### src/hdl/msx_pkg.sv
`default_nettype none

package msx_pkg;

    // Host option status word and the 16-bit words it is written in.
    typedef logic [63:0] status_word_t;
    typedef logic [15:0] status_half_t;

    // Raw menu selector widths inside the status word.
    typedef logic [2:0] slot_sel_t;
    typedef logic [3:0] mapper_sel_t;

    // SRAM size in kB, 0 when the cartridge has none.
    typedef logic [7:0] sram_size_t;

    // Cartridge SRAM byte address, up to 32 kB.
    typedef logic [14:0] cart_addr_t;

    typedef enum logic [2:0] {
        CART_TYP_ROM   = 3'd0,
        CART_TYP_SCC   = 3'd1,
        CART_TYP_SCC2  = 3'd2,
        CART_TYP_FMPAC = 3'd3,
        CART_TYP_MFRSD = 3'd4,
        CART_TYP_GM2   = 3'd5,
        CART_TYP_FDC   = 3'd6,
        CART_TYP_EMPTY = 3'd7
    } cart_typ_t;

    // Menu selector plus two, wrapping at 16.
    typedef enum logic [3:0] {
        MAPPER_RSVD0      = 4'd0,
        MAPPER_NONE       = 4'd1,
        MAPPER_AUTO       = 4'd2,
        MAPPER_SEL_NONE   = 4'd3,
        MAPPER_ASCII8     = 4'd4,
        MAPPER_ASCII16    = 4'd5,
        MAPPER_KONAMI     = 4'd6,
        MAPPER_KONAMI_SCC = 4'd7,
        MAPPER_KOEI       = 4'd8,
        MAPPER_LINEAR64   = 4'd9,
        MAPPER_RTYPE      = 4'd10,
        MAPPER_WIZARDRY   = 4'd11,
        MAPPER_RSVD12     = 4'd12,
        MAPPER_RSVD13     = 4'd13,
        MAPPER_RSVD14     = 4'd14,
        MAPPER_RSVD15     = 4'd15
    } mapper_typ_t;

    typedef struct packed {
        cart_typ_t   typ;
        mapper_typ_t selected_mapper;
        sram_size_t  selected_sram_size;
    } cart_config_t;

    typedef enum logic {
        MSX1 = 1'b0,
        MSX2 = 1'b1
    } msx_typ_t;

    typedef enum logic [1:0] {
        VIDEO_AUTO = 2'd0,
        VIDEO_PAL  = 2'd1,
        VIDEO_NTSC = 2'd2,
        VIDEO_RSVD = 2'd3
    } video_mode_t;

    typedef enum logic {
        CAS_AUDIO_FILE = 1'b0,
        CAS_AUDIO_ADC  = 1'b1
    } cas_audio_src_t;

    typedef struct packed {
        msx_typ_t msx_typ;
        logic     use_fdc;
    } bios_config_t;

    typedef struct packed {
        msx_typ_t       typ;
        logic           scandoubler;
        video_mode_t    video_mode;
        cas_audio_src_t cas_audio_src;
        logic           border;
    } user_config_t;

    // Field positions in the status word.
    localparam int SLOT_A_SEL_LSB = 17;
    localparam int SLOT_B_SEL_LSB = 29;
    localparam int SRAM_A_SEL_LSB = 26;
    localparam int MAPPER_A_LSB   = 20;
    localparam int MAPPER_B_LSB   = 32;
    localparam int VIDEO_MSX1_BIT = 12;
    localparam int VIDEO_MODE_LSB = 13;
    localparam int CAS_AUDIO_BIT  = 8;
    localparam int BORDER_BIT     = 41;

    // Length of the emulated machine reset, in clock cycles.
    localparam int CORE_RESET_CYCLES = 16;

    typedef logic [$clog2(CORE_RESET_CYCLES + 1)-1:0] rst_count_t;

endpackage

`default_nettype wire

### src/hdl/status_regs.sv
`default_nettype none

module status_regs (
    input  wire logic                   clk,
    input  wire logic                   rst_n,
    input  wire logic                   status_we,
    input  wire logic [1:0]             status_addr,
    input  wire msx_pkg::status_half_t  status_wdata,
    input  wire logic                   status_commit,
    output msx_pkg::status_word_t       status
);

    import msx_pkg::*;

    // Word 0 holds bits 15:0, word 3 holds bits 63:48.
    status_half_t [3:0] stage;

    // Host writes land here first.
    always_ff @(posedge clk or negedge rst_n) begin
        if (!rst_n) begin
            stage <= '0;
        end else if (status_we) begin
            stage[status_addr] <= status_wdata;
        end
    end

    // All 64 bits move together, so the decoder never sees a torn update.
    // A write in the commit cycle is not part of this commit.
    always_ff @(posedge clk or negedge rst_n) begin
        if (!rst_n) begin
            status <= '0;
        end else if (status_commit) begin
            status <= stage;
        end
    end

endmodule

`default_nettype wire

### src/hdl/msx_config.sv
`default_nettype none

module msx_config (
    input  wire logic                   clk,
    input  wire logic                   rst_n,
    input  wire msx_pkg::bios_config_t  bios_config,
    input  wire msx_pkg::status_word_t  status,
    input  wire logic                   scandoubler,
    input  wire logic [1:0]             rom_loaded,
    output msx_pkg::cart_config_t [1:0] cart_conf,
    output msx_pkg::user_config_t       user_config,
    output logic                        rom_a_load_hide,
    output logic                        rom_b_load_hide,
    output logic                        sram_a_select_hide,
    output logic                        fdc_enabled,
    output logic                        reload
);

    import msx_pkg::*;

    // Everything that requires the cartridges to be reloaded.
    typedef struct packed {
        cart_typ_t   typ_b;
        cart_typ_t   typ_a;
        mapper_typ_t mapper_a;
        mapper_typ_t mapper_b;
        slot_sel_t   sram_a_sel;
    } change_vec_t;

    slot_sel_t   slot_a_sel;
    slot_sel_t   slot_b_sel;
    slot_sel_t   sram_a_sel;
    mapper_sel_t mapper_a_sel;
    mapper_sel_t mapper_b_sel;

    cart_typ_t   typ_a;
    cart_typ_t   typ_b;
    change_vec_t change_now;
    change_vec_t change_last;
    logic        primed;

    assign slot_a_sel   = status[SLOT_A_SEL_LSB +: 3];
    assign slot_b_sel   = status[SLOT_B_SEL_LSB +: 3];
    assign sram_a_sel   = status[SRAM_A_SEL_LSB +: 3];
    assign mapper_a_sel = status[MAPPER_A_LSB +: 4];
    assign mapper_b_sel = status[MAPPER_B_LSB +: 4];

    // With the BIOS FDC in use, the FDC entry disappears from slot A.
    always_comb begin
        if (slot_a_sel < CART_TYP_FDC) begin
            typ_a = cart_typ_t'(slot_a_sel);
        end else if (bios_config.use_fdc) begin
            typ_a = CART_TYP_EMPTY;
        end else if (slot_a_sel == CART_TYP_FDC) begin
            typ_a = CART_TYP_FDC;
        end else begin
            typ_a = CART_TYP_EMPTY;
        end
    end

    // Slot B offers only the first four types.
    assign typ_b = (slot_b_sel < CART_TYP_MFRSD) ? cart_typ_t'(slot_b_sel) : CART_TYP_EMPTY;

    always_comb begin
        cart_conf[0].typ = typ_a;
        cart_conf[1].typ = typ_b;

        cart_conf[0].selected_mapper = rom_loaded[0] ?
            mapper_typ_t'(mapper_a_sel + 4'd2) : MAPPER_NONE;
        cart_conf[1].selected_mapper = rom_loaded[1] ?
            mapper_typ_t'(mapper_b_sel + 4'd2) : MAPPER_NONE;

        // Selector 1..6 maps to 1 kB..32 kB.
        if (typ_a == CART_TYP_ROM && mapper_a_sel > 4'd1 &&
            sram_a_sel > 3'd0 && sram_a_sel < 3'd7) begin
            cart_conf[0].selected_sram_size = sram_size_t'(1) << (sram_a_sel - 3'd1);
        end else begin
            cart_conf[0].selected_sram_size = '0;
        end
        cart_conf[1].selected_sram_size = '0;
    end

    always_comb begin
        user_config.typ         = bios_config.msx_typ;
        user_config.scandoubler = scandoubler;
        if (bios_config.msx_typ == MSX1) begin
            user_config.video_mode = status[VIDEO_MSX1_BIT] ? VIDEO_NTSC : VIDEO_PAL;
        end else begin
            user_config.video_mode = video_mode_t'(status[VIDEO_MODE_LSB +: 2]);
        end
        user_config.cas_audio_src = cas_audio_src_t'(status[CAS_AUDIO_BIT]);
        user_config.border        = status[BORDER_BIT];
    end

    assign rom_a_load_hide    = typ_a != CART_TYP_ROM;
    assign rom_b_load_hide    = typ_b != CART_TYP_ROM;
    assign sram_a_select_hide = (typ_a != CART_TYP_ROM) || (mapper_a_sel == 4'd0);
    assign fdc_enabled        = bios_config.use_fdc || (typ_a == CART_TYP_FDC);

    assign change_now = '{
        typ_b:      typ_b,
        typ_a:      typ_a,
        mapper_a:   cart_conf[0].selected_mapper,
        mapper_b:   cart_conf[1].selected_mapper,
        sram_a_sel: sram_a_sel
    };

    // First cycle out of reset only loads the copy.
    always_ff @(posedge clk or negedge rst_n) begin
        if (!rst_n) begin
            primed      <= 1'b0;
            change_last <= '0;
            reload      <= 1'b0;
        end else begin
            primed      <= 1'b1;
            change_last <= change_now;
            reload      <= primed && (change_now != change_last);
        end
    end

endmodule

`default_nettype wire

### src/hdl/reset_sequencer.sv
`default_nettype none

module reset_sequencer (
    input  wire logic clk,
    input  wire logic rst_n,
    input  wire logic reload,
    output logic      core_rst_n
);

    import msx_pkg::*;

    rst_count_t count;

    // Reload restarts the count even when one is already running.
    always_ff @(posedge clk or negedge rst_n) begin
        if (!rst_n) begin
            count <= rst_count_t'(CORE_RESET_CYCLES);
        end else if (reload) begin
            count <= rst_count_t'(CORE_RESET_CYCLES);
        end else if (count != '0) begin
            count <= count - 1'b1;
        end
    end

    // Core stays in reset while cycles remain.
    assign core_rst_n = (count == '0);

endmodule

`default_nettype wire

### src/hdl/sram_window.sv
`default_nettype none

module sram_window (
    input  wire logic                 clk,
    input  wire logic                 rst_n,
    input  wire msx_pkg::sram_size_t  sram_size,
    input  wire logic                 sram_req,
    input  wire msx_pkg::cart_addr_t  cart_sram_addr,
    output logic                      sram_valid,
    output msx_pkg::cart_addr_t       sram_mem_addr
);

    import msx_pkg::*;

    logic [17:0] size_bytes;
    logic [17:0] limit_mask;
    logic        has_sram;

    // Sizes are powers of two, so size in bytes minus one is the mask.
    assign size_bytes = {sram_size, 10'd0};
    assign limit_mask = size_bytes - 18'd1;
    assign has_sram   = sram_size != '0;

    always_ff @(posedge clk or negedge rst_n) begin
        if (!rst_n) begin
            sram_valid <= 1'b0;
        end else begin
            sram_valid <= sram_req && has_sram;
        end
    end

    // Address wraps inside the selected window.
    always_ff @(posedge clk) begin
        if (sram_req) begin
            sram_mem_addr <= cart_sram_addr & limit_mask[14:0];
        end
    end

endmodule

`default_nettype wire

### src/hdl/msx_setup.sv
`default_nettype none

module msx_setup (
    input  wire logic                   clk,
    input  wire logic                   rst_n,
    input  wire logic                   status_we,
    input  wire logic [1:0]             status_addr,
    input  wire msx_pkg::status_half_t  status_wdata,
    input  wire logic                   status_commit,
    input  wire msx_pkg::bios_config_t  bios_config,
    input  wire logic                   scandoubler,
    input  wire logic [1:0]             rom_loaded,
    input  wire logic                   sram_req,
    input  wire msx_pkg::cart_addr_t    cart_sram_addr,
    output msx_pkg::cart_config_t [1:0] cart_conf,
    output msx_pkg::user_config_t       user_config,
    output logic                        rom_a_load_hide,
    output logic                        rom_b_load_hide,
    output logic                        sram_a_select_hide,
    output logic                        fdc_enabled,
    output logic                        reload,
    output logic                        core_rst_n,
    output logic                        sram_valid,
    output msx_pkg::cart_addr_t         sram_mem_addr
);

    import msx_pkg::*;

    status_word_t status;

    status_regs u_status_regs (
        .clk           (clk),
        .rst_n         (rst_n),
        .status_we     (status_we),
        .status_addr   (status_addr),
        .status_wdata  (status_wdata),
        .status_commit (status_commit),
        .status        (status)
    );

    msx_config u_msx_config (
        .clk                (clk),
        .rst_n              (rst_n),
        .bios_config        (bios_config),
        .status             (status),
        .scandoubler        (scandoubler),
        .rom_loaded         (rom_loaded),
        .cart_conf          (cart_conf),
        .user_config        (user_config),
        .rom_a_load_hide    (rom_a_load_hide),
        .rom_b_load_hide    (rom_b_load_hide),
        .sram_a_select_hide (sram_a_select_hide),
        .fdc_enabled        (fdc_enabled),
        .reload             (reload)
    );

    reset_sequencer u_reset_sequencer (
        .clk        (clk),
        .rst_n      (rst_n),
        .reload     (reload),
        .core_rst_n (core_rst_n)
    );

    sram_window u_sram_window (
        .clk            (clk),
        .rst_n          (rst_n),
        .sram_size      (cart_conf[0].selected_sram_size),
        .sram_req       (sram_req),
        .cart_sram_addr (cart_sram_addr),
        .sram_valid     (sram_valid),
        .sram_mem_addr  (sram_mem_addr)
    );

endmodule

`default_nettype wire

### config.mk
export PLATFORM = sky130hd
export DESIGN_NAME = msx_setup
export DESIGN_NICKNAME = d
export VERILOG_FILES = /design/src/hdl/msx_pkg.sv /design/src/hdl/status_regs.sv /design/src/hdl/msx_config.sv /design/src/hdl/reset_sequencer.sv /design/src/hdl/sram_window.sv /design/src/hdl/msx_setup.sv
export SDC_FILE = /design/constraint.sdc
export NUM_CORES = 1
export LEC_CHECK = 0
export BUFFER_PORTS_ARGS = -buffer_cell sky130_fd_sc_hd__buf_2
export CORE_MARGIN = 1
export CORE_UTILIZATION = 63
export DETAILED_ROUTE_END_ITERATION = 8
export GPL_ROUTABILITY_DRIVEN = 0
export HOLD_SLACK_MARGIN = 0.02
export PLACE_DENSITY = 0.83
export RECOVER_POWER = 100
export SLEW_MARGIN = 20
export SYNTH_ARGS = -nofsm -noshare
export SYNTH_HDL_FRONTEND = slang
export SYNTH_HIERARCHICAL = 1
export SYNTH_SLANG_ARGS = --single-unit
### constraint.sdc
create_clock -name clk -period 6.45 [get_ports clk]
set_input_delay 0.3225 -clock clk [delete_from_list [all_inputs] [get_ports clk]]
set_output_delay 0.3225 -clock clk [all_outputs]
set_load 0.01 [all_outputs]
## Word level (Yosys, flattened, before mapping)

Cells that the tools add are included.

- Order comparisons: 7
- Reduce and logical (&&, ||, !) cells: 16
- Bitwise logic cells: 1
- Equal/unequal tests: 3
- $add $sub $neg: 5
- Shift-type cells: 1
- Muxes and demuxes: 14

Operators by type and width:

| cell | number |
|---|---|
| 64-bit bitwise mux | 1 |
| 16-bit demux with 2-bit select | 1 |
| 17-bit != test | 1 |
| 16-bit 2-to-1 mux | 1 |
| 15-bit AND | 1 |
| 15-bit by 1-bit subtractor with 15-bit output (second input constant) | 1 |
| 5-bit 2-to-1 mux | 2 |
| 3-bit less-than comparator (second input constant) | 3 |
| 3-bit 2-to-1 mux | 3 |
| 4-bit by 2-bit adder with 4-bit output (second input constant) | 2 |
| 4-bit 2-to-1 mux | 2 |
| 8-bit 2-to-1 mux | 1 |
| 8-bit nonzero test | 1 |
| 1-bit by 3-bit << shifter with 8-bit output (first input constant) | 1 |
| 3-bit == test (second input constant) | 2 |
| 1-bit logical AND | 6 |
| 3-bit nonzero test | 2 |
| 5-bit zero test | 1 |
| 5-bit nonzero test | 1 |
| 5-bit by 1-bit subtractor with 5-bit output (second input constant) | 1 |
| 4-bit by 1-bit > comparator with 1-bit output (second input constant) | 1 |
| 4-bit zero test | 1 |
| 2-bit 2-to-1 mux | 2 |
| 3-bit by 1-bit > comparator with 1-bit output (second input constant) | 1 |
| other kinds (7) | 8 |

- Logic and storage cells: 62
- Register bits after elaboration: 146
- Input port bits: 43

## Depth between registers and ports, before layout

Gate-level depths: netlist of the first run.

- Depth after elaboration: 11
- Gate-level depth with buffers: 8
- Mapped depth without buffers: 8

## Hierarchy

Netlist of the first run, hierarchy kept.

By module, submodules not included:

| module | instances | sequential area each (sq um) | area each (sq um) | cells each |
|---|---|---|---|---|
| status_regs | 1 | 3203.1 | 4768.3 | 271 |
| msx_config | 1 | 475.5 | 1061.0 | 106 |
| sram_window | 1 | 475.5 | 605.6 | 35 |
| reset_sequencer | 1 | 126.4 | 256.5 | 26 |

## Least setup slack after synthesis of the first run

No wires, ideal clock.

- Kind: register -> register
- Start: register u_status_regs.status[19]
- End: register u_sram_window.sram_mem_addr[12] (data pin)
- Period minus slack after synthesis: 2424 ps
- Stages on the path, launching flop included: 9
- Arrival: 2170 ps
- Slack: 4026 ps
- Required time: 6195 ps
- Cells stage by stage: dfrtp_1 > or3_1 > nor2_1 > nand2_1 > nor3_1 > inv_1 > ha_1 > xor2_1 > and2_1

RTL lines:

| item | RTL line | source |
|---|---|---|
| start: declaration | status_regs.sv:10 | `output msx_pkg::status_word_t status` |
| start signal: assignment | status_regs.sv:33 | `status <= stage;` |
| end signal: assignment | sram_window.sv:35 | `sram_mem_addr <= cart_sram_addr & limit_mask[14:0];` |
| end: declaration | sram_window.sv:10 | `output msx_pkg::cart_addr_t sram_mem_addr` |

==> impl_results.md, run 1 <==
* Failing checks: max-capacitance violations, max-slew violations
* Width of the chip at 77.79 microns
* Number of input and output port buffers inserted at 88
* Cell-by-cell trace of the critical path: buf_2 -> clkbuf_1
* Area grow syn2layout at 13.90%
* NumNets Final at 397
* Crit path setup slack, layout at 3133 ps
* Via count of the first global-routing pass at 2190
* TritonCTS clock tree: yes
* First-pass GRT wire length at 9998 microns
* Bufs and invs on worst path at 2
* Critical path data required time at 6080 ps
* Die ar. at 0.006051 sq mm
* DR iter-0 viols at 71
* Setup Skew at 8.743 ps
* Power density of the placed cells at 341.5 mW/mm^2
* Kind of launch point of the worst setup path: input port
* Final Hold Vio Count at 0
* Overflow left after global routing at 0
* Tightest Pin Transition at 3608 ps
* Post-CTS setup-driven buffer insertion count at 0
* Finished Core Util at 74.85%
* Core Footprint at 0.005507 sq mm
* Total clock buffers created by CTS at 9
* Clock edge transition at the registers on the reported setup and hold paths at 80 ps
* Insertion delay to the later sink of the worst-skew pair at 350 ps
* TritonCTS Sinks at 84
* Row cnt at 27
* Total of warnings raised by yosys at 6
* RSZ-0062 raised after global routing: no
* Antenna violation net count after detailed routing at 0
* Num ports at 101
* CTS Root Buffer Type: sky130_fd_sc_hd__clkbuf_8
* Outcome: complete, but fails checks
* Share of final-layout standard cells stronger than drive strength 1 at 28.25%
* Max-cap check violation count at 1
* Residual DRC at 0
* Critical path fanouts, max at 69
* Post-layout min period at 3317 ps
* H-tree levels at 3
* Standby leakage power at 1.784 nW
* Classification of the worst-slack hold path: input port to flip-flop
* Maximum resistive drop on vdd at 0.2160 mV
* Number of antenna cells inserted at 0
* Post-layout power at 1.407 mW
* Arrival time worst endpoint at 2950 ps
* Initial Utilization at 65.71%
* All-Layer GR Usage at 22.07%
* Headroom to the max-slew limit at -140.5%
* Chip Height at 77.79 microns
* Instance count of the mapped netlist at 266
* Setup_tns at 0 ps
* Number of failing setup endpoints in the final timing report at 0
* Total count of max-transition violations in the final report at 70
* Wire length after detailed routing at 6303 microns
* CP Class: input port to asynchronous set/reset pin
* Half-perimeter wire length after detailed placement at 4523 microns
* CP delay by family, top: buffers and inverters
* First-pass DRT Iterations at 5
* Critical Path Sink Type: asynchronous set/reset pin
* Slowest cell on crit path: sky130_fd_sc_hd__clkbuf_1
* Wire length per cell after detailed routing at 14.80 microns
* Share of the clock period used by the worst path after layout at 51.42%
* Max Freq at 301.5 MHz
* Largest buffer count on any clock path at 2
* Via-per-instance ratio at 5.216
* Hold Buf Count CTS at 0
* Antenna violations before repair at 0
* Cell area after synthesis at 0.003618 sq mm
* Avg Synthesized Cell Area at 13.60 sq um
* Pin count of the biggest net entering global routing at 70
* CTS resizes at 0
* Count of vias placed by the detailed router at 2222
* Setup slack at placement at 4013 ps
* Worst path max stage delay at 2520 ps
## sequential cells by signal, indices dropped and copies added, names as in the netlist
signal,flops
u_status_regs/status,22
u_reset_sequencer/count,5
u_status_regs/stage,22
u_msx_config/primed,1
u_msx_config/change_last,17
u_sram_window/sram_valid,1
u_sram_window/sram_mem_addr,15
u_msx_config/reload,1
## cell type report
cell class	count	area, sq um
clock buffers	12	176.4
clock inverters	4	28.78
fillers	403	1385
inverters	8	30.03
multi-input cells	157	1237
flip-flops and latches	84	2178
well taps	72	90.09
repair buffers	89	380.4
## power by group
group | total, mW | leakage, nW | switching, mW | internal, mW
logic | 0.311 | 0.716 | 0.156 | 0.156
registers | 0.727 | 0.968 | 0.0770 | 0.650
clock network | 0.370 | 0.100 | 0.185 | 0.185
total | 1.41 | 1.78 | 0.417 | 0.990
## through the flow
stage          cell area (sq um)  hold WS [ps]  instances
6_report                    4121         150.6        426
5_1_grt                     4121         134.6        426
4_1_cts                     4213         127.3        426
3_5_place_dp                4008         467.5        410
3_3_place_gp                4008         462.8        410
2_1_floorplan               3652         26.91        275
## cells in the final DEF (no fill, tap or decap), types with 8 or more instances in the layout
cell type / count
sky130_fd_sc_hd__buf_2: 37
sky130_fd_sc_hd__clkbuf_1: 52
sky130_fd_sc_hd__clkbuf_8: 11
sky130_fd_sc_hd__conb_1: 11
sky130_fd_sc_hd__dfrtp_1: 68
sky130_fd_sc_hd__edfxtp_1: 15
sky130_fd_sc_hd__inv_1: 8
sky130_fd_sc_hd__mux2_2: 45
sky130_fd_sc_hd__nand2_1: 9
sky130_fd_sc_hd__nor2_1: 10
sky130_fd_sc_hd__xnor2_1: 11
sky130_fd_sc_hd__xor2_1: 8
## path summary, 6_finish.rpt
check,cells past startpoint,startpoint,to,slack (ps)
min in group asynchronous,2,rst_n,u_sram_window/sram_valid,1300
worst max-delay path,2,rst_n,u_msx_config/change_last[9],3130
worst max register to register,8,u_status_regs/status[19],u_sram_window/sram_mem_addr[12],3880
worst min register to register,0,u_status_regs/status[26],u_msx_config/change_last[0],480
max in group clk,8,u_status_regs/status[19],u_sram_window/sram_mem_addr[12],3880
worst min-delay path,1,cart_sram_addr[5],u_sram_window/sram_mem_addr[5],150
## metal layers
metal	routed length, microns	track usage, %	share of wire [%]	vias to the layer above
met5	0	0	0	-
met4	110	8.868	1.7	0
met3	391	6.824	6.2	9
met2	3117	37.52	49	66
met1	2683	26.08	43	1096
li1	-	-	-	1051
(Power assumes the default switching activity.)
==> inputs of run 2 (changes only) <==
ABC_AREA = 1   (was default)
CORE_UTILIZATION = 53   (was 63)
PLACE_DENSITY = 0.74   (was 0.83)
clock period = 2.84 ns   (was 6.45 ns; I/O delays follow)
==> impl_results.md, run 2 <==
* All-Layer GR Usage at 20.51% (-1.6 points)
* DR iter-0 viols at 115 (+62%)
* Antenna violation net count after detailed routing at 0 (unchanged)
* Pin count of the biggest net entering global routing at 45 (-36%)
* Total of warnings raised by yosys at 6 (unchanged)
* Total placed instance area at 0.004248 sq mm (+6.0%)
* Post-layout min period at 2332 ps
* Total clock buffers created by CTS at 9 (unchanged)
* Cell type with the highest occurrence count on the critical path: sky130_fd_sc_hd__nand2_1
* Failing checks: max-capacitance violations
* Cell-by-cell trace of the critical path: inv_1 -> nand2_1 -> nand2_1 -> a221oi_1 -> nand2_1 -> nor2_1 -> clkbuf_1
* RSZ-0062 raised after global routing: no
* TritonCTS clock tree: yes
* Leading cell types in the layout, fill and taps excluded: 126 x sky130_fd_sc_hd__nand2_1, 68 x sky130_fd_sc_hd__inv_1, 68 x sky130_fd_sc_hd__dfrtp_1, 54 x sky130_fd_sc_hd__clkbuf_1, 37 x sky130_fd_sc_hd__buf_2
* Critical Path Sink Type: output port
* Core Footprint at 0.006944 sq mm (+26%)
* Number of failing setup endpoints in the final timing report at 0 (unchanged)
* # fillers at 621 (+54%)
* Registers with the highest flip-flop counts: u_status_regs/stage x22, u_status_regs/status x22, u_msx_config/change_last x17
* Half-perimeter wire length after detailed placement at 5309 microns (+17%)
* Clock edge transition at the registers on the reported setup and hold paths at 70 ps (about the same)
* Outcome: complete, but fails checks
* Tightest Pin Transition at 1489 ps (-2119 ps)
* Largest buffer count on any clock path at 2 (unchanged)
* Worst path max stage delay at 460 ps (-2060 ps)
* Area grow syn2layout at 15.59%
* H-tree levels at 3 (unchanged)
* Final Hold Vio Count at 0 (unchanged)
* Critical path fanouts, max at 6 (-91%)
* Antenna violations before repair at 0 (unchanged)
* Die ar. at 0.007660 sq mm (+27%)
* Total area of multi-input combinational cells at 0.001205 sq mm (-2.6%)
* Standby leakage power at 2.294 nW (+29%)
* Arrival time worst endpoint at 2190 ps (-760 ps)
* Area of all sequential standard cells at 0.002178 sq mm (unchanged)
* Critical path data required time at 2700 ps (-3380 ps)
* Wire length after detailed routing at 7358 microns (+17%)
* Wire length per cell after detailed routing at 11.72 microns (-21%)
* Total count of max-transition violations in the final report at 0 (-100%)
* Chip Height at 87.52 microns (+13%)
* Share of final-layout standard cells stronger than drive strength 1 at 11.09% (-17 points)
* Max Freq at 428.8 MHz
* TritonCTS Sinks at 84 (unchanged)
* Via count of the first global-routing pass at 2664 (+22%)
* Post-layout power at 3.079 mW (+120%)
* Post-CTS setup-driven buffer insertion count at 0 (unchanged)
* Max-cap check violation count at 1 (unchanged)
* Overflow left after global routing at 0 (unchanged)
* Via-per-instance ratio at 4.654 (-11%)
* Setup Skew at 12.12 ps (+3.375 ps)
* CP Class: flip-flop to output port
* Count of vias placed by the detailed router at 2923 (+32%)
* Residual DRC at 0 (unchanged)
* First-pass GRT wire length at 11850 microns (+19%)
* Cell area after synthesis at 0.003876 sq mm (+7.1%)
* First-pass DRT Iterations at 4 (-1)
* Row cnt at 30 (+11%)
* Number of antenna cells inserted at 0 (unchanged)
* Classification of the worst-slack hold path: input port to flip-flop
* Avg Synthesized Cell Area at 8.652 sq um (-36%)
* Number of input and output port buffers inserted at 88 (unchanged)
* Kind of launch point of the worst setup path: flip-flop
* Initial Utilization at 55.82% (-9.9 points)
* Slowest cell on crit path: sky130_fd_sc_hd__dfrtp_1
* CTS Root Buffer Type: sky130_fd_sc_hd__clkbuf_8
* Headroom to the max-slew limit at 0.7598% (+140 points)
* Insertion delay to the later sink of the worst-skew pair at 350 ps (about the same)
* Instance count of the mapped netlist at 448 (+68%)
* NumNets Final at 575 (+45%)
* Final cell area excluding filler cells at 0.004481 sq mm (+8.7%)
* Setup_tns at 0 ps (unchanged)
* Width of the chip at 87.52 microns (+13%)
* Power density of the placed cells at 687.1 mW/mm^2 (+100%)
* Maximum resistive drop on vdd at 0.2883 mV (+33%)
* Num ports at 101 (unchanged)
* Share of the clock period used by the worst path after layout at 82.12%
* Most common cell after layout, fill and taps aside: sky130_fd_sc_hd__nand2_1
run 2: worst paths after layout:
path | from | to | slack, ps | cells past startpoint
max | u_status_regs/status[27] | cart_conf[2] | 510 | 7
min | status_wdata[12] | u_status_regs/stage[12] | 40 | 3
max reg2reg | u_status_regs/status[27] | u_sram_window/sram_mem_addr[14] | 510 | 10
min reg2reg | u_reset_sequencer/count[4] | u_reset_sequencer/count[4] | 470 | 2
max in group asynchronous | rst_n | u_status_regs/stage[23] | 800 | 3
min in group asynchronous | rst_n | u_msx_config/change_last[0] | 630 | 2
run 2: routing by layer:
layer	global-route usage, %	share of wire [%]	vias to the layer above
met5	0	0	-
met4	8.942	1.6	0
met3	4.645	4.0	9
met2	32.95	48	60
met1	26.88	47	1349
li1	-	-	1505
run 2: cell type report:
class                   instances  share of cell area, %
multi-input cells             260                  26.89
flip-flops and latches         84                  48.62
well taps                      96                  2.681
repair buffers                102                  11.28
inverters                      70                  5.864
clock inverters                 5                  1.731
clock buffers                  11                  2.932
run 2: timing repair:
| item | 4_1_cts | 5_1_grt |
|---|---|---|
| gates resized for setup | 0 | 0 |
| hold buffers | 12 | 0 |
| hold endpoints to repair | 34 | 0 |
run 2: report_power, final:
part	switching [mW]	internal, mW	total, mW
sequential	0.123	1.42	1.54
clock	0.405	0.493	0.898
combinational	0.397	0.241	0.638
run 2: per-stage QoR:
stage / setup WS (ps) / util [%] / hold slack, ps / instances
after global routing: 365.0 / 64.52 / 41.40 / 628
after CTS: 669.3 / 65.91 / 32.12 / 628
after global placement: 903.6 / 61.17 / 164.2 / 600
after detailed placement: 817.2 / 61.17 / 175.0 / 600
after floorplan: 810.1 / - / -153.6 / 457
final: 507.8 / 64.52 / 41.98 / 628
run 2: critical path, delay by kind of cell, from the launching register on:
| family | cells | cell delay [ps] |
|---|---|---|
| buffers and inverters | 2 | 290 |
| AOI/OAI and AO/OA | 1 | 410 |
| and+or+nand+nor | 4 | 680 |
| DFF | 1 | 460 |
==> inputs of run 3 (changes only) <==
CORE_UTILIZATION = 59   (was 53)
PLACE_DENSITY = 0.78   (was 0.74)
clock period = 2.3 ns   (was 2.84 ns; I/O delays follow)
==> impl_results.md, run 3 (synthesis results as in run 2) <==
* Outcome: finished, final reports clean
* Half-perimeter wire length after detailed placement at 5195 microns (-2.2%)
* Setup Skew at 8.495 ps (-3.623 ps)
* Critical Path Sink Type: output port
* Total clock buffers created by CTS at 9 (unchanged)
* Overflow left after global routing at 0 (unchanged)
* Wire length after detailed routing at 7281 microns (-1.0%)
* Maximum resistive drop on vdd at 0.5199 mV (+80%)
* Core Footprint at 0.006350 sq mm (-8.6%)
* Critical path data required time at 2180 ps (-520 ps)
* Via count of the first global-routing pass at 2785 (+4.5%)
* Tightest Pin Transition at 1185 ps (-303.1 ps)
* Critical path fanouts, max at 7 (+1)
* Num ports at 101 (unchanged)
* NumNets Final at 576 (+0.17%)
* Kind of launch point of the worst setup path: flip-flop
* TritonCTS Sinks at 84 (unchanged)
* Leading cell types in the layout, fill and taps excluded: 127 x sky130_fd_sc_hd__nand2_1, 68 x sky130_fd_sc_hd__dfrtp_1, 67 x sky130_fd_sc_hd__inv_1, 51 x sky130_fd_sc_hd__clkbuf_1, 39 x sky130_fd_sc_hd__buf_2
* Part of the power in the clock network at 28.7% (-0.5 points)
* Number of placed instances with taps included at 581 (-3.2%)
* Comb pwr share at 21.0% (+0.3 points)
* CP Class: flip-flop to output port
* Arrival time worst endpoint at 1940 ps (-250 ps)
* Setup_tns at 0 ps (unchanged)
* CTS Root Buffer Type: sky130_fd_sc_hd__clkbuf_8
* Fraction of power consumed by sequential logic at 50.3% (+0.2 points)
* Post-layout power at 3.795 mW (+23%)
* DR iter-0 viols at 115 (unchanged)
* Most common cell after layout, fill and taps aside: sky130_fd_sc_hd__nand2_1
* Clock edge transition at the registers on the reported setup and hold paths at 80 ps (about the same)
* Classification of the worst-slack hold path: input port to flip-flop
* Row cnt at 29 (-3.3%)
* Number of failing setup endpoints in the final timing report at 0 (unchanged)
* Pin count of the biggest net entering global routing at 45 (unchanged)
* Share of the clock period used by the worst path after layout at 89.41%
* Antenna violation net count after detailed routing at 0 (unchanged)
* Max-cap check violation count at 0 (-1)
* TritonCTS clock tree: yes
* Switching power of the nets at 1.138 mW (+23%)
* Switching Share at 29.97% (-0.047 points)
* Finished Core Util at 70.38% (+5.9 points)
* Count of vias placed by the detailed router at 2909 (-0.48%)
* Die ar. at 0.006898 sq mm (-9.9%)
* H-tree levels at 3 (unchanged)
* Antenna violations before repair at 0 (unchanged)
* Post-layout min period at 2057 ps
* Power density of the placed cells at 849.2 mW/mm^2 (+24%)
* Final Hold Vio Count at 0 (unchanged)
* Standby leakage power at 2.304 nW (+0.45%)
* Width of the chip at 83.06 microns (-5.1%)
* Max Freq at 486.3 MHz
* Insertion delay to the later sink of the worst-skew pair at 340 ps (about the same)
* Chip Height at 83.06 microns (-5.1%)
* Number of antenna cells inserted at 0 (unchanged)
* Area grow syn2layout at 15.30%
* Total area of multi-input combinational cells at 0.001209 sq mm (+0.31%)
* Post-CTS setup-driven buffer insertion count at 0 (unchanged)
* Largest buffer count on any clock path at 2 (unchanged)
* RSZ-0062 raised after global routing: no
* Wire length per cell after detailed routing at 11.96 microns (+2.0%)
* Setup slack at placement at 249.2 ps (-568.0 ps)
* Registers with the highest flip-flop counts: u_status_regs/stage x22, u_status_regs/status x22, u_msx_config/change_last x17
* Residual DRC at 0 (unchanged)
* Share of final-layout standard cells stronger than drive strength 1 at 11.65% (+0.56 points)
* Area of all sequential standard cells at 0.002178 sq mm (unchanged)
* All-Layer GR Usage at 22.49% (+2.0 points)
* Post-Layout Cell Count at 609 (-3.0%)
* Via-per-instance ratio at 4.777 (+2.6%)
* Number of input and output port buffers inserted at 88 (unchanged)
* # fillers at 522 (-16%)
* Headroom to the max-slew limit at 20.97% (+20 points)
* Initial Utilization at 61.04% (+5.2 points)
* Total count of max-transition violations in the final report at 0 (unchanged)
* Internal portion of total power at 2.658 mW (+23%)
* First-pass DRT Iterations at 5 (+1)
* Crit path setup slack, layout at 243.5 ps (-264.3 ps)
* First-pass GRT wire length at 12340 microns (+4.1%)
==> run 3: cell types whose count changed in the layout (fill, tap and decap cells not counted), sizes merged <==
cell,previous run,this run
dlygate4sd3,12,13
buf,37,39
clkbuf,64,61
==> run 3: final timing paths <==
kind / start / to / slack [ps] / cells after the start
worst min-delay path: status_wdata[8] / u_status_regs/stage[8] / 20 / 3
worst max-delay path: u_status_regs/status[19] / cart_conf[2] / 240 / 6
min in group asynchronous: rst_n / u_sram_window/sram_valid / 280 / 2
worst min register to register: u_reset_sequencer/count[4] / u_reset_sequencer/count[4] / 460 / 2
worst max register to register: u_status_regs/status[19] / u_sram_window/sram_mem_addr[14] / 260 / 9
max in group asynchronous: rst_n / u_status_regs/stage[41] / 540 / 3
==> run 3: critical path, cell delays in order (launching register included) <==
cell and delay (ps):
sky130_fd_sc_hd__dfrtp_1 460, sky130_fd_sc_hd__inv_1 110, sky130_fd_sc_hd__nand3_1 140, sky130_fd_sc_hd__a221oi_2 240, sky130_fd_sc_hd__nand2_1 140, sky130_fd_sc_hd__nor2_1 310, sky130_fd_sc_hd__clkbuf_1 200
==> run 3: what timing repair did <==
item                                    4_1_cts  5_1_grt
hold endpoints to repair                     68        0
hold buffers                                 13        0
endpoints found under the setup margin        0        1
resized for setup                             0        2
==> run 3: layout make-up <==
type / instances / area share [%]
multi-input combinational: 260 / 27.04
tap: 77 / 2.156
sequential: 84 / 48.74
timing repair buffer: 103 / 11.59
clock buffer: 10 / 2.856
clock inverter: 5 / 1.736
inverter: 70 / 5.879
==> run 3: power groups by stage <==
stage                     logic, mW  registers [mW]  clock network, mW
after CTS                     0.844            1.91               1.12
after global placement        0.796            1.92                  0
after global routing          0.930            1.94               1.18
after floorplan               0.585            1.91                  0
final                         0.797            1.91               1.09
after detailed placement      0.820            1.94                  0
==> run 3: per-stage QoR <==
step           hold slack, ps  cell area, sq um
2_1_floorplan          -180.6              3910
3_3_place_gp            8.473              4237
6_report                23.66              4469
5_1_grt                 32.81              4469
3_5_place_dp            9.643              4237
4_1_cts                 21.54              4572
==> run 3: metal layers <==
| layer | share of wire (%) | wire length, microns | GRT usage (%) | vias up |
|---|---|---|---|---|
| li1 | - | - | - | 1505 |
| met1 | 46 | 3333 | 29.05 | 1308 |
| met2 | 48 | 3480 | 37.48 | 84 |
| met3 | 4.4 | 320 | 4.175 | 12 |
| met4 | 2.0 | 146 | 9.404 | 0 |
| met5 | 0 | 0 | 0 | - |
